===== src/grn_pkg.sv =====
package grn_pkg;

  localparam int n_genes = 21;

  // Host word is one tag bit over a pair of states
  localparam int host_word_w = 2 * n_genes + 1;

  // FIFO depth exponents
  localparam int in_depth_bits  = 3;
  localparam int out_depth_bits = 6;

  // Almost full with two or fewer free slots, almost empty with two or fewer words
  localparam int almost_full_margin = 2;
  localparam int almost_empty_level = 2;

  typedef logic [n_genes-1:0] state_t;

  // Upper state first, then lower state
  typedef logic [2*n_genes-1:0] pair_t;

  typedef struct packed {
    state_t      start;
    state_t      entry;
    logic [20:0] mu;
    logic [15:0] lambda;
  } result_t;

  // One synchronous update of the whole network
  function automatic state_t net_next(input state_t s);
    state_t n;
    n[0] = s[1] | s[7];
    for (int i = 1; i < n_genes; i++) begin
      n[i] = s[(i + 1) % n_genes] & s[(i + 2) % n_genes];
    end
    return n;
  endfunction

endpackage


===== src/network_graph.sv =====
`timescale 1ns/1ps

module network_graph
  import grn_pkg::*;
(
  input  logic   clk,
  input  logic   arst_n,
  input  logic   load_s0,
  input  logic   load_s1,
  input  logic   step_s0,
  input  logic   step_s1,
  input  state_t init_state,
  output state_t s0,
  output state_t s1
);

  // Tortoise
  always_ff @(posedge clk or negedge arst_n) begin
    if (!arst_n) begin
      s0 <= '0;
    end else if (load_s0) begin
      s0 <= init_state;
    end else if (step_s0) begin
      s0 <= net_next(s0);
    end
  end

  // Hare
  always_ff @(posedge clk or negedge arst_n) begin
    if (!arst_n) begin
      s1 <= '0;
    end else if (load_s1) begin
      s1 <= init_state;
    end else if (step_s1) begin
      s1 <= net_next(s1);
    end
  end

endmodule


===== config.mk =====
export PLATFORM = sky130hd
export DESIGN_NAME = network_graph
export DESIGN_NICKNAME = d
export VERILOG_FILES = /design/src/grn_pkg.sv /design/src/network_graph.sv
export SDC_FILE = /design/constraint.sdc
export NUM_CORES = 1
export LEC_CHECK = 0
export BUFFER_PORTS_ARGS = -buffer_cell sky130_fd_sc_hd__buf_2
export CAP_MARGIN = 20
export CORE_AREA = 2 2 92 76
export DETAILED_ROUTE_END_ITERATION = 8
export DIE_AREA = 0 0 94 78
export GPL_TIMING_DRIVEN = 0
export PLACE_DENSITY = 0.55
export SYNTH_ARGS = -nofsm -noshare
export SYNTH_HDL_FRONTEND = slang
export SYNTH_SLANG_ARGS = --single-unit

===== constraint.sdc =====
create_clock -name clk -period 1.2 [get_ports clk]
set_clock_uncertainty 0.2 [all_clocks]
set_input_delay 0.24 -clock clk [delete_from_list [all_inputs] [get_ports clk]]
set_output_delay 0.24 -clock clk [all_outputs]
set_load 0.05 [all_outputs]

==> results by group <==
GRT
  • Antenna violations before repair: 0
  • Largest net degree at the start of global routing: 43
  • Vias in the first global route: 2132
  • GR Overflow Total: 0
  • First-pass GRT wire length: 10.83 mm
  • Total track usage: 0.1908

Clocking
  • Num CTS Buffers: 5
  • Clock Path Buffers: 2
  • Root Driver: clkbuf_8
  • Worst skew pair latency: 0.29 ns
  • Clock-pin transition on the worst setup and hold timing paths: 0.09 ns
  • H-tree depth: 2
  • Clock sink total: 42
  • TritonCTS clock tree: done

Detailed routing
  • Wire per inst: 15.53 um
  • Initial detailed-routing violation count: 66
  • Post-route ant nets: 0
  • Post-Route WL: 6.707 mm
  • Detailed-route DRC error count: 0
  • Vias per cell: 4.905
  • Via count: 2119
  • Drt pass-1 iters: 4

Place
  • Dpl ws: -0.1815 ns
  • Placed cells: 380
  • Port bufs: 68
  • Final Wtd Congestion: 0.7727
  • Detailed Place HPWL: 4.529 mm

Final layout
  • N_diodes: 0
  • Final non-filler cell total: 432
  • Fraction of layout cells with a size suffix above 1: 0.5000
  • Leading cell type in the layout, fill and taps excluded: buf_6
  • Final core utilization: 0.5396
  • Total Nets Final: 374
  • Area grow syn2layout: 56.70%
  • Most frequent cells in the layout: buf_6, buf_4

Synthesis
  • Largest family of logic cells by synthesized area: simple AND/OR/NAND/NOR gates
  • Post-synthesis sequential area ratio: 0.4811
  • Post-synthesis simple-gate area fraction: 0.3391
  • Syn Nets: 255
  • Yosys reg bits: 42
  • Netlist cell types: 13
  • Synth Instances: 228
  • Compound-Gate Fraction of Synth Area: 0.1260
  • Synth Area in Adders: 0
  • Xor-xnor portion of the synthesized cell area: 0
  • Synth warnings: 0
  • Mux cell area share after synthesis: 0
  • Post-synthesis area per instance: 9.582 um^2
  • Synthesized cell area: 2185 um^2

Setup path
  • CP Depth: 1
  • CP Cell Sequence: buf_6
  • R2r worst-path depth: 4
  • Max stage delay on crit path: 0.43 ns
  • CP required: 0.76 ns
  • Crit-path max FO: 3
  • Worst Path Buf+Inv: 1
  • Crit path launch type: register
  • Crit-path slowest cell: dfrtp_1
  • Worst EP arrival: 0.90 ns
  • CP top delay family: flip-flops
  • Critical path class: reg2out
  • Worst setup EP type: output pin

Die
  • Initial core utilization: 0.3444
  • Die ar.: 7332 um^2
  • CORE AREA: 6344 um^2
  • Row count: 26
  • Die width: 94 um
  • Die height: 78 um
  • IO Count: 69

Run status
  • Failing checks: negative hold slack, negative setup slack
  • Status: finished with violations

Power and ir drop
  • Leakage: 1.459 nW
  • VDD IR max: 0.5932 mV
  • PD cells: 1389 nW/um^2

STA
  • Worst slew margin: 0.3533
  • Max-slew violation count: 0
  • Setup ws final: -0.1391 ns
  • Period utilisation layout: 1.116
  • FMAX: 746.8 MHz
  • Final hold viol count: 42
  • Tmin final: 1.339 ns
  • Setup TNS: -4.592 ns
  • Worst-Margin Slew: 0.9700 ns
  • Final setup viols: 42
  • WHS: -0.1077 ns
  • RSZ-0062 raised after global routing: yes

Worst hold path
  • Worst Hold Class: in2async

Job
  • Max-cap violations: 0
==> final cells by class <==
cell class | instances | area [um^2]
fill | 582 | 2920
sequential | 42 | 1101
multi-input combinational | 168 | 1016
timing repair buffer | 112 | 940.9
buffer | 16 | 110.1
tap | 84 | 105.1
clock buffer | 6 | 82.58
clock inverter | 2 | 60.06
inverter | 2 | 7.507
==> power by group <==
group	switching, mW	internal, mW	leakage [nW]
sequential	0.126	1.58	0.449
clock	0.510	0.888	0.0714
combinational	0.964	0.684	0.939
total	1.60	3.16	1.46
==> sequential cells by signal, indices dropped and copies added, names as in the netlist <==
name	cells
s0	21
s1	21
==> synth_stat cells <==
cell type,instances,area (um^2)
dfrtp_1,42,1051
nor2b_1,40,250.2
inv_1,2,7.510
buf_2,4,20.02
buf_6,6,67.56
nand2_1,2,7.510
clkbuf_1,6,22.52
nand3_1,40,200.2
nor3b_2,2,25.02
nand2b_1,40,250.2
o31ai_2,2,25.02
a31oi_1,40,250.2
nor2_1,2,7.510
==> what timing repair did <==
action                                  CTS  global route
gates resized for setup                  84             2
setup buffers                            40             4
endpoints found under the hold margin    42            42
pin swaps                                 0             3
endpoints found under the setup margin   42            44
==> final timing paths <==
check	startpoint	to	slack, ns
worst min register to register	s0[2]	s0[2]	0.43
min in group clk	init_state[0]	s0[0]	0.01
worst max register to register	s0[9]	s0[8]	0.03
max in group asynchronous	arst_n	s0[16]	0.23
worst max-delay path	s0[2]	s0[2]	-0.14
worst min-delay path	arst_n	s1[18]	-0.11
==> logic make-up (layout without fill, tap and decap cells) <==
family                 after synthesis  in the layout
AND/OR/NAND/NOR                    126            126
AO/OA/AOI/OAI                       42             42
flip-flops                          42             42
buffers and inverters               18            138
==> through the flow <==
step | power (mW) | area, um^2
global placement | 2.932 | 2680
detailed placement | 2.937 | 2680
finish | 4.756 | 3423
floorplan | 2.578 | 2235
CTS | 4.753 | 3386
global route | 4.963 | 3423
==> per-layer routing <==
layer  GRT usage  vias to the layer above  part of all wire
li1            -                     1040                 -
met1      0.2835                     1006              0.50
met2      0.2814                       66              0.43
met3     0.04369                        7             0.058
met4     0.04348                        0            0.0083
met5           0                        -                 0
No activity file was read; power rests on OpenSTA's default activity.
