File: src/grn_pkg.sv
package grn_pkg;

  localparam int n_genes = 21;

  // Host word is one tag bit over a pair of states
  localparam int host_word_w = 2 * n_genes + 1;

  // FIFO depth exponents
  localparam int in_depth_bits  = 3;
  localparam int out_depth_bits = 6;

  // Almost full with two or fewer free slots, almost empty with two or fewer words
  localparam int almost_full_margin = 2;
  localparam int almost_empty_level = 2;

  typedef logic [n_genes-1:0] state_t;

  // Upper state first, then lower state
  typedef logic [2*n_genes-1:0] pair_t;

  typedef struct packed {
    state_t      start;
    state_t      entry;
    logic [20:0] mu;
    logic [15:0] lambda;
  } result_t;

  // One synchronous update of the whole network
  function automatic state_t net_next(input state_t s);
    state_t n;
    n[0] = s[1] | s[7];
    for (int i = 1; i < n_genes; i++) begin
      n[i] = s[(i + 1) % n_genes] & s[(i + 2) % n_genes];
    end
    return n;
  endfunction

endpackage

File: src/fifo_if.sv
`timescale 1ns/1ps

interface fifo_if #(
  parameter type payload_t = logic
);

  logic     we;
  payload_t din;
  logic     full;
  logic     almost_full;

  logic     re;
  payload_t dout;
  logic     empty;
  logic     almost_empty;

  // FIFO side
  modport writer (input we, din, output full, almost_full);
  modport reader (input re, output dout, empty, almost_empty);

  // Client side
  modport push (output we, din, input full, almost_full);
  modport pop (output re, input dout, empty, almost_empty);

endinterface

File: src/sync_fifo.sv
`timescale 1ns/1ps

module sync_fifo
  import grn_pkg::*;
#(
  parameter type payload_t  = logic,
  parameter int  depth_bits = 3
) (
  input  logic clk,
  input  logic arst_n,
  fifo_if.writer wr,
  fifo_if.reader rd
);

  localparam int depth = 1 << depth_bits;

  payload_t mem [depth];

  logic [depth_bits-1:0] wr_ptr;
  logic [depth_bits-1:0] rd_ptr;
  logic [depth_bits:0]   count;
  logic [depth_bits:0]   count_next;

  logic do_write;
  logic do_read;

  assign do_write = wr.we & ~wr.full;
  assign do_read  = rd.re & ~rd.empty;

  always_comb begin
    count_next = count;
    if (do_write && !do_read) begin
      count_next = count + 1'b1;
    end else if (do_read && !do_write) begin
      count_next = count - 1'b1;
    end
  end

  always_ff @(posedge clk) begin
    if (do_write) begin
      mem[wr_ptr] <= wr.din;
    end
  end

  // Show-ahead head word
  assign rd.dout = mem[rd_ptr];

  always_ff @(posedge clk or negedge arst_n) begin
    if (!arst_n) begin
      wr_ptr          <= '0;
      rd_ptr          <= '0;
      count           <= '0;
      rd.empty        <= 1'b1;
      rd.almost_empty <= 1'b1;
      wr.full         <= 1'b0;
      wr.almost_full  <= 1'b0;
    end else begin
      if (do_write) begin
        wr_ptr <= wr_ptr + 1'b1;
      end
      if (do_read) begin
        rd_ptr <= rd_ptr + 1'b1;
      end
      count <= count_next;
      // Flags follow the count after this edge
      rd.empty        <= (count_next == 0);
      rd.almost_empty <= (count_next <= almost_empty_level);
      wr.full         <= (count_next == depth);
      wr.almost_full  <= (count_next >= depth - almost_full_margin);
    end
  end

endmodule
File: src/flat_wrapper.sv
// flat-port wrapper written by rule: the top's interface ports become plain ports
module sync_fifo_flat import grn_pkg::*;
#(
  parameter type payload_t  = logic,
  parameter int  depth_bits = 3
)
  (clk, arst_n, wr_we, wr_din, wr_full, wr_almost_full, rd_re, rd_dout, rd_empty, rd_almost_empty);
  fifo_if #(.payload_t(payload_t)) wr_i ();
  fifo_if #(.payload_t(payload_t)) rd_i ();
  input  logic clk;
  input  logic arst_n;
  input wire logic [$bits(wr_i.we)-1:0] wr_we;
  input wire logic [$bits(wr_i.din)-1:0] wr_din;
  output wire logic [$bits(wr_i.full)-1:0] wr_full;
  output wire logic [$bits(wr_i.almost_full)-1:0] wr_almost_full;
  input wire logic [$bits(rd_i.re)-1:0] rd_re;
  output wire logic [$bits(rd_i.dout)-1:0] rd_dout;
  output wire logic [$bits(rd_i.empty)-1:0] rd_empty;
  output wire logic [$bits(rd_i.almost_empty)-1:0] rd_almost_empty;
  assign wr_i.we = wr_we;
  assign wr_i.din = wr_din;
  assign wr_full = wr_i.full;
  assign wr_almost_full = wr_i.almost_full;
  assign rd_i.re = rd_re;
  assign rd_dout = rd_i.dout;
  assign rd_empty = rd_i.empty;
  assign rd_almost_empty = rd_i.almost_empty;
  sync_fifo #(.payload_t(payload_t), .depth_bits(depth_bits)) u_core (.clk(clk), .arst_n(arst_n), .wr(wr_i), .rd(rd_i));
endmodule
File: config.mk
export PLATFORM = sky130hd
export DESIGN_NAME = sync_fifo_flat
export DESIGN_NICKNAME = d
export VERILOG_FILES = /design/src/grn_pkg.sv /design/src/fifo_if.sv /design/src/sync_fifo.sv /design/src/flat_wrapper.sv
export SDC_FILE = /design/constraint.sdc
export NUM_CORES = 1
export LEC_CHECK = 0
export BUFFER_PORTS_ARGS = -buffer_cell sky130_fd_sc_hd__buf_4
export CAP_MARGIN = 10
export CORE_MARGIN = 3
export CORE_UTILIZATION = 38
export DETAILED_ROUTE_END_ITERATION = 12
export SYNTH_ARGS = -nofsm -noshare
export SYNTH_HDL_FRONTEND = slang
export SYNTH_SLANG_ARGS = --single-unit
File: constraint.sdc
create_clock -name clk -period 1.8 [get_ports clk]
set_input_delay 0.27 -clock clk [delete_from_list [all_inputs] [get_ports clk]]
set_output_delay 0.27 -clock clk [all_outputs]
set_load 0.005 [all_outputs]
==> run summary <==
Max-cap violations - 0
Register area share after synthesis - 0.5467
Core region area - 2590 sq um
Design Area, Final - 1231 sq um
RSZ-0062 raised after global routing - yes
Via count - 608
Required @ worst endpoint - 1530 ps
Drt wl/cell - 13.16 um
Setup_tns - -98.34 ps
Synth Warn # - 0
Placed Area - 1179 sq um
Failing checks - negative setup slack
Delay-heaviest family, CP - multiplexers
Total clock buffers created by CTS - 3
Outcome - finished, violations left
Worst setup SP type - register
Worst IR Drop VDD - 0.9332 mV
Commonest non-fill, non-tap cell in the layout - dfrtp_1
Comb power frac - 0.462
Top routing layer used - met4
Slew Viols, Final - 0
Initial Util - 0.4188
CTS Root Buffer Type - clkbuf_4
Met3 wire len - 96 um
Distinct cells, synth - 29
Cell Chain, Critical Path - mux4_2 -> mux2_4 -> buf_6
Largest net degree at the start of global routing - 15
Fmax - 526.8 MHz
Average size of a mapped cell - 13.91 sq um
Most frequent cells in the layout - 11 x dfrtp_1, 10 x nand2_1, 9 x buf_4, 8 x edfxtp_1, 6 x nor2_1
Area leader, netlist - dfrtp_1
Clock Skew - 4.393 ps
Vias in the first global route - 577
Syn Std Cell Area - 1085 sq um
CP max stage cell - mux4_2
Initial antenna violation count - 0
PwrDens - 1692 nW/um^2
Worst rel slew slack - 0.6961
CP peak stage delay - 500 ps
Sw Share - 0.3724
Die Area - 3532 sq um
Sequential share of power - 0.430
Leak pwr - 0.5138 nW
Power, Total - 0.002084 W
Longest Clk Path Bufs - 2
Min Tclk post-route - 1898 ps
EDFF count, synth - 8
Max Fanout on Critical Path - 3
GRT Total Usage - 0.1111
Power Internal - 0.001308 W
Wire length on met2 - 722 um
Wl on met1 - 769 um
First-pass GRT wire length - 2.794 mm
Worst slack, placed - 153.6 ps
Sw power - 0.0007759 W
Final setup fails - 1
Drt drc - 0
Fin. Hold Viols - 0
Horiz. Die Dim - 59.43 um
Final #Nets - 102
Prevailing post-synth register cell - dfrtp_1
# rows - 18
Routed wire length - 1.606 mm
Routability Congestion - 0.6949
Ports - 10
Chip Height - 59.43 um
Clock share of power - 0.107
Ratio of cells with drive above 1 in the final layout - 0.3478
CTS tree - built
Placed Cells - 116
Element type at the critical path end - output port
Sinks on Clock Net - 22
Final WS setup - -98.34 ps
PortBufs - 9
Type of the worst setup path - register to output port
Mapped Cells - 78
Post-synth ARST share - 0.6364
DR pass1 iterations - 4
Actual slew at the worst max-slew pin - 452.6 ps
Mapped Nets - 87
CTS H-tree lvls - 1
Final Cycle Share - 1.055
Final Non-Filler Cells - 122
Clk pin slew, worst setup/hold paths - 120 ps
Clock latency on the worst-skew pair - 300 ps
Synth Register Bits - 22
Buf/Inv on CP - 1
Share of the synthesized area in the top cell type - 0.2768
Worst hold path class - primary input to register
Routed Antenna Nets - 0
Hpwl dp - 1.167 mm
Largest cells by area after synthesis - dfrtp_1 28%, edfxtp_1 22%, dfstp_2 4.8%
CP arrival - 1630 ps
P&R area growth vs syn - 13.49%
Vias per cell - 4.984
Starting DRT DRC Count - 14
Total grt overflow - 0
N_diodes - 0
==> registers in the layout (all words and copies together), names as in the netlist <==
signal                  cells
u_core.rd.empty             1
u_core.wr.almost_full       1
u_core.rd.almost_empty      1
u_core.rd_ptr               3
u_core.mem                  8
u_core.count                4
u_core.wr.full              1
u_core.wr_ptr               3
==> metal layers <==
layer  vias to the layer above  GRT usage
met5                         -          0
met1                       283     0.1506
met3                         4    0.05229
li1                        301          -
met2                        20     0.1591
met4                         0    0.02913
==> power groups by stage <==
stage                     clock, W  sequential [W]  combinational, W
final                     0.000224        0.000897          0.000963
after global routing      0.000252        0.000934           0.00107
after CTS                 0.000235        0.000901          0.000975
after detailed placement         0        0.000908          0.000919
after global placement           0        0.000907          0.000913
after floorplan                  0        0.000874          0.000733
==> worst paths after layout <==
kind,start,endpoint,slack [ps],cells past startpoint
max,u_core.rd_ptr[0],rd_dout,-100,3
min,wr_din,u_core.mem[5],190,1
max reg2reg,u_core.rd.empty,u_core.rd.almost_empty,140,5
min reg2reg,u_core.rd_ptr[2],u_core.rd_ptr[2],510,1
max in group asynchronous,arst_n,u_core.rd.almost_empty,1220,2
min in group asynchronous,arst_n,u_core.rd_ptr[2],340,2
==> cell usage after synthesis, drive strengths merged, types with 2 or more instances <==
library cell / number
a22oi: 2
and2b: 2
dfrtp: 12
dfstp: 2
edfxtp: 8
ha: 4
inv: 2
mux4: 2
nand2: 10
nand2b: 4
nor2: 8
nor3: 5
nor4: 2
xnor2: 7
==> metrics by stage <==
step	hold slack (ps)	util
2_1_floorplan	-25.59	-
3_3_place_gp	136.1	0.4551
3_5_place_dp	134.1	0.4551
4_1_cts	181.0	0.4754
5_1_grt	182.1	0.4754
6_report	186.4	0.4754
==> logic make-up (layout without fill, tap and decap cells) <==
| logic type | after synthesis | after routing | synth area share |
|---|---|---|---|
| buf+inv | 3 | 17 | 0.01730 |
| fa+ha+maj | 4 | 4 | 0.04614 |
| flops | 22 | 22 | 0.5467 |
| compound gates | 6 | 6 | 0.07497 |
| mux | 3 | 3 | 0.05190 |
| simple gates | 33 | 33 | 0.1926 |
| xor+xnor | 7 | 7 | 0.07035 |
==> repair_timing <==
| item | 4_1_cts | 5_1_grt |
|---|---|---|
| gates resized for setup | 3 | 0 |
| endpoints found under the hold margin | 12 | 0 |
| setup buffers | 1 | 0 |
| endpoints found under the setup margin | 1 | 1 |
| hold buffers | 1 | 0 |
| gates cloned | 0 | 0 |
==> final cells by class <==
cell class                      instances  area (sq um)
Clock buffer                            3         22.52
Clock inverter                          1         3.754
Fill cell                             234          1359
Inverter                                2         7.507
Multi-Input combinational cell         53         476.7
Sequential cell                        22         594.3
Tap cell                               30         37.54
Timing Repair Buffer                   11         88.84
(Power assumes the default switching activity.)
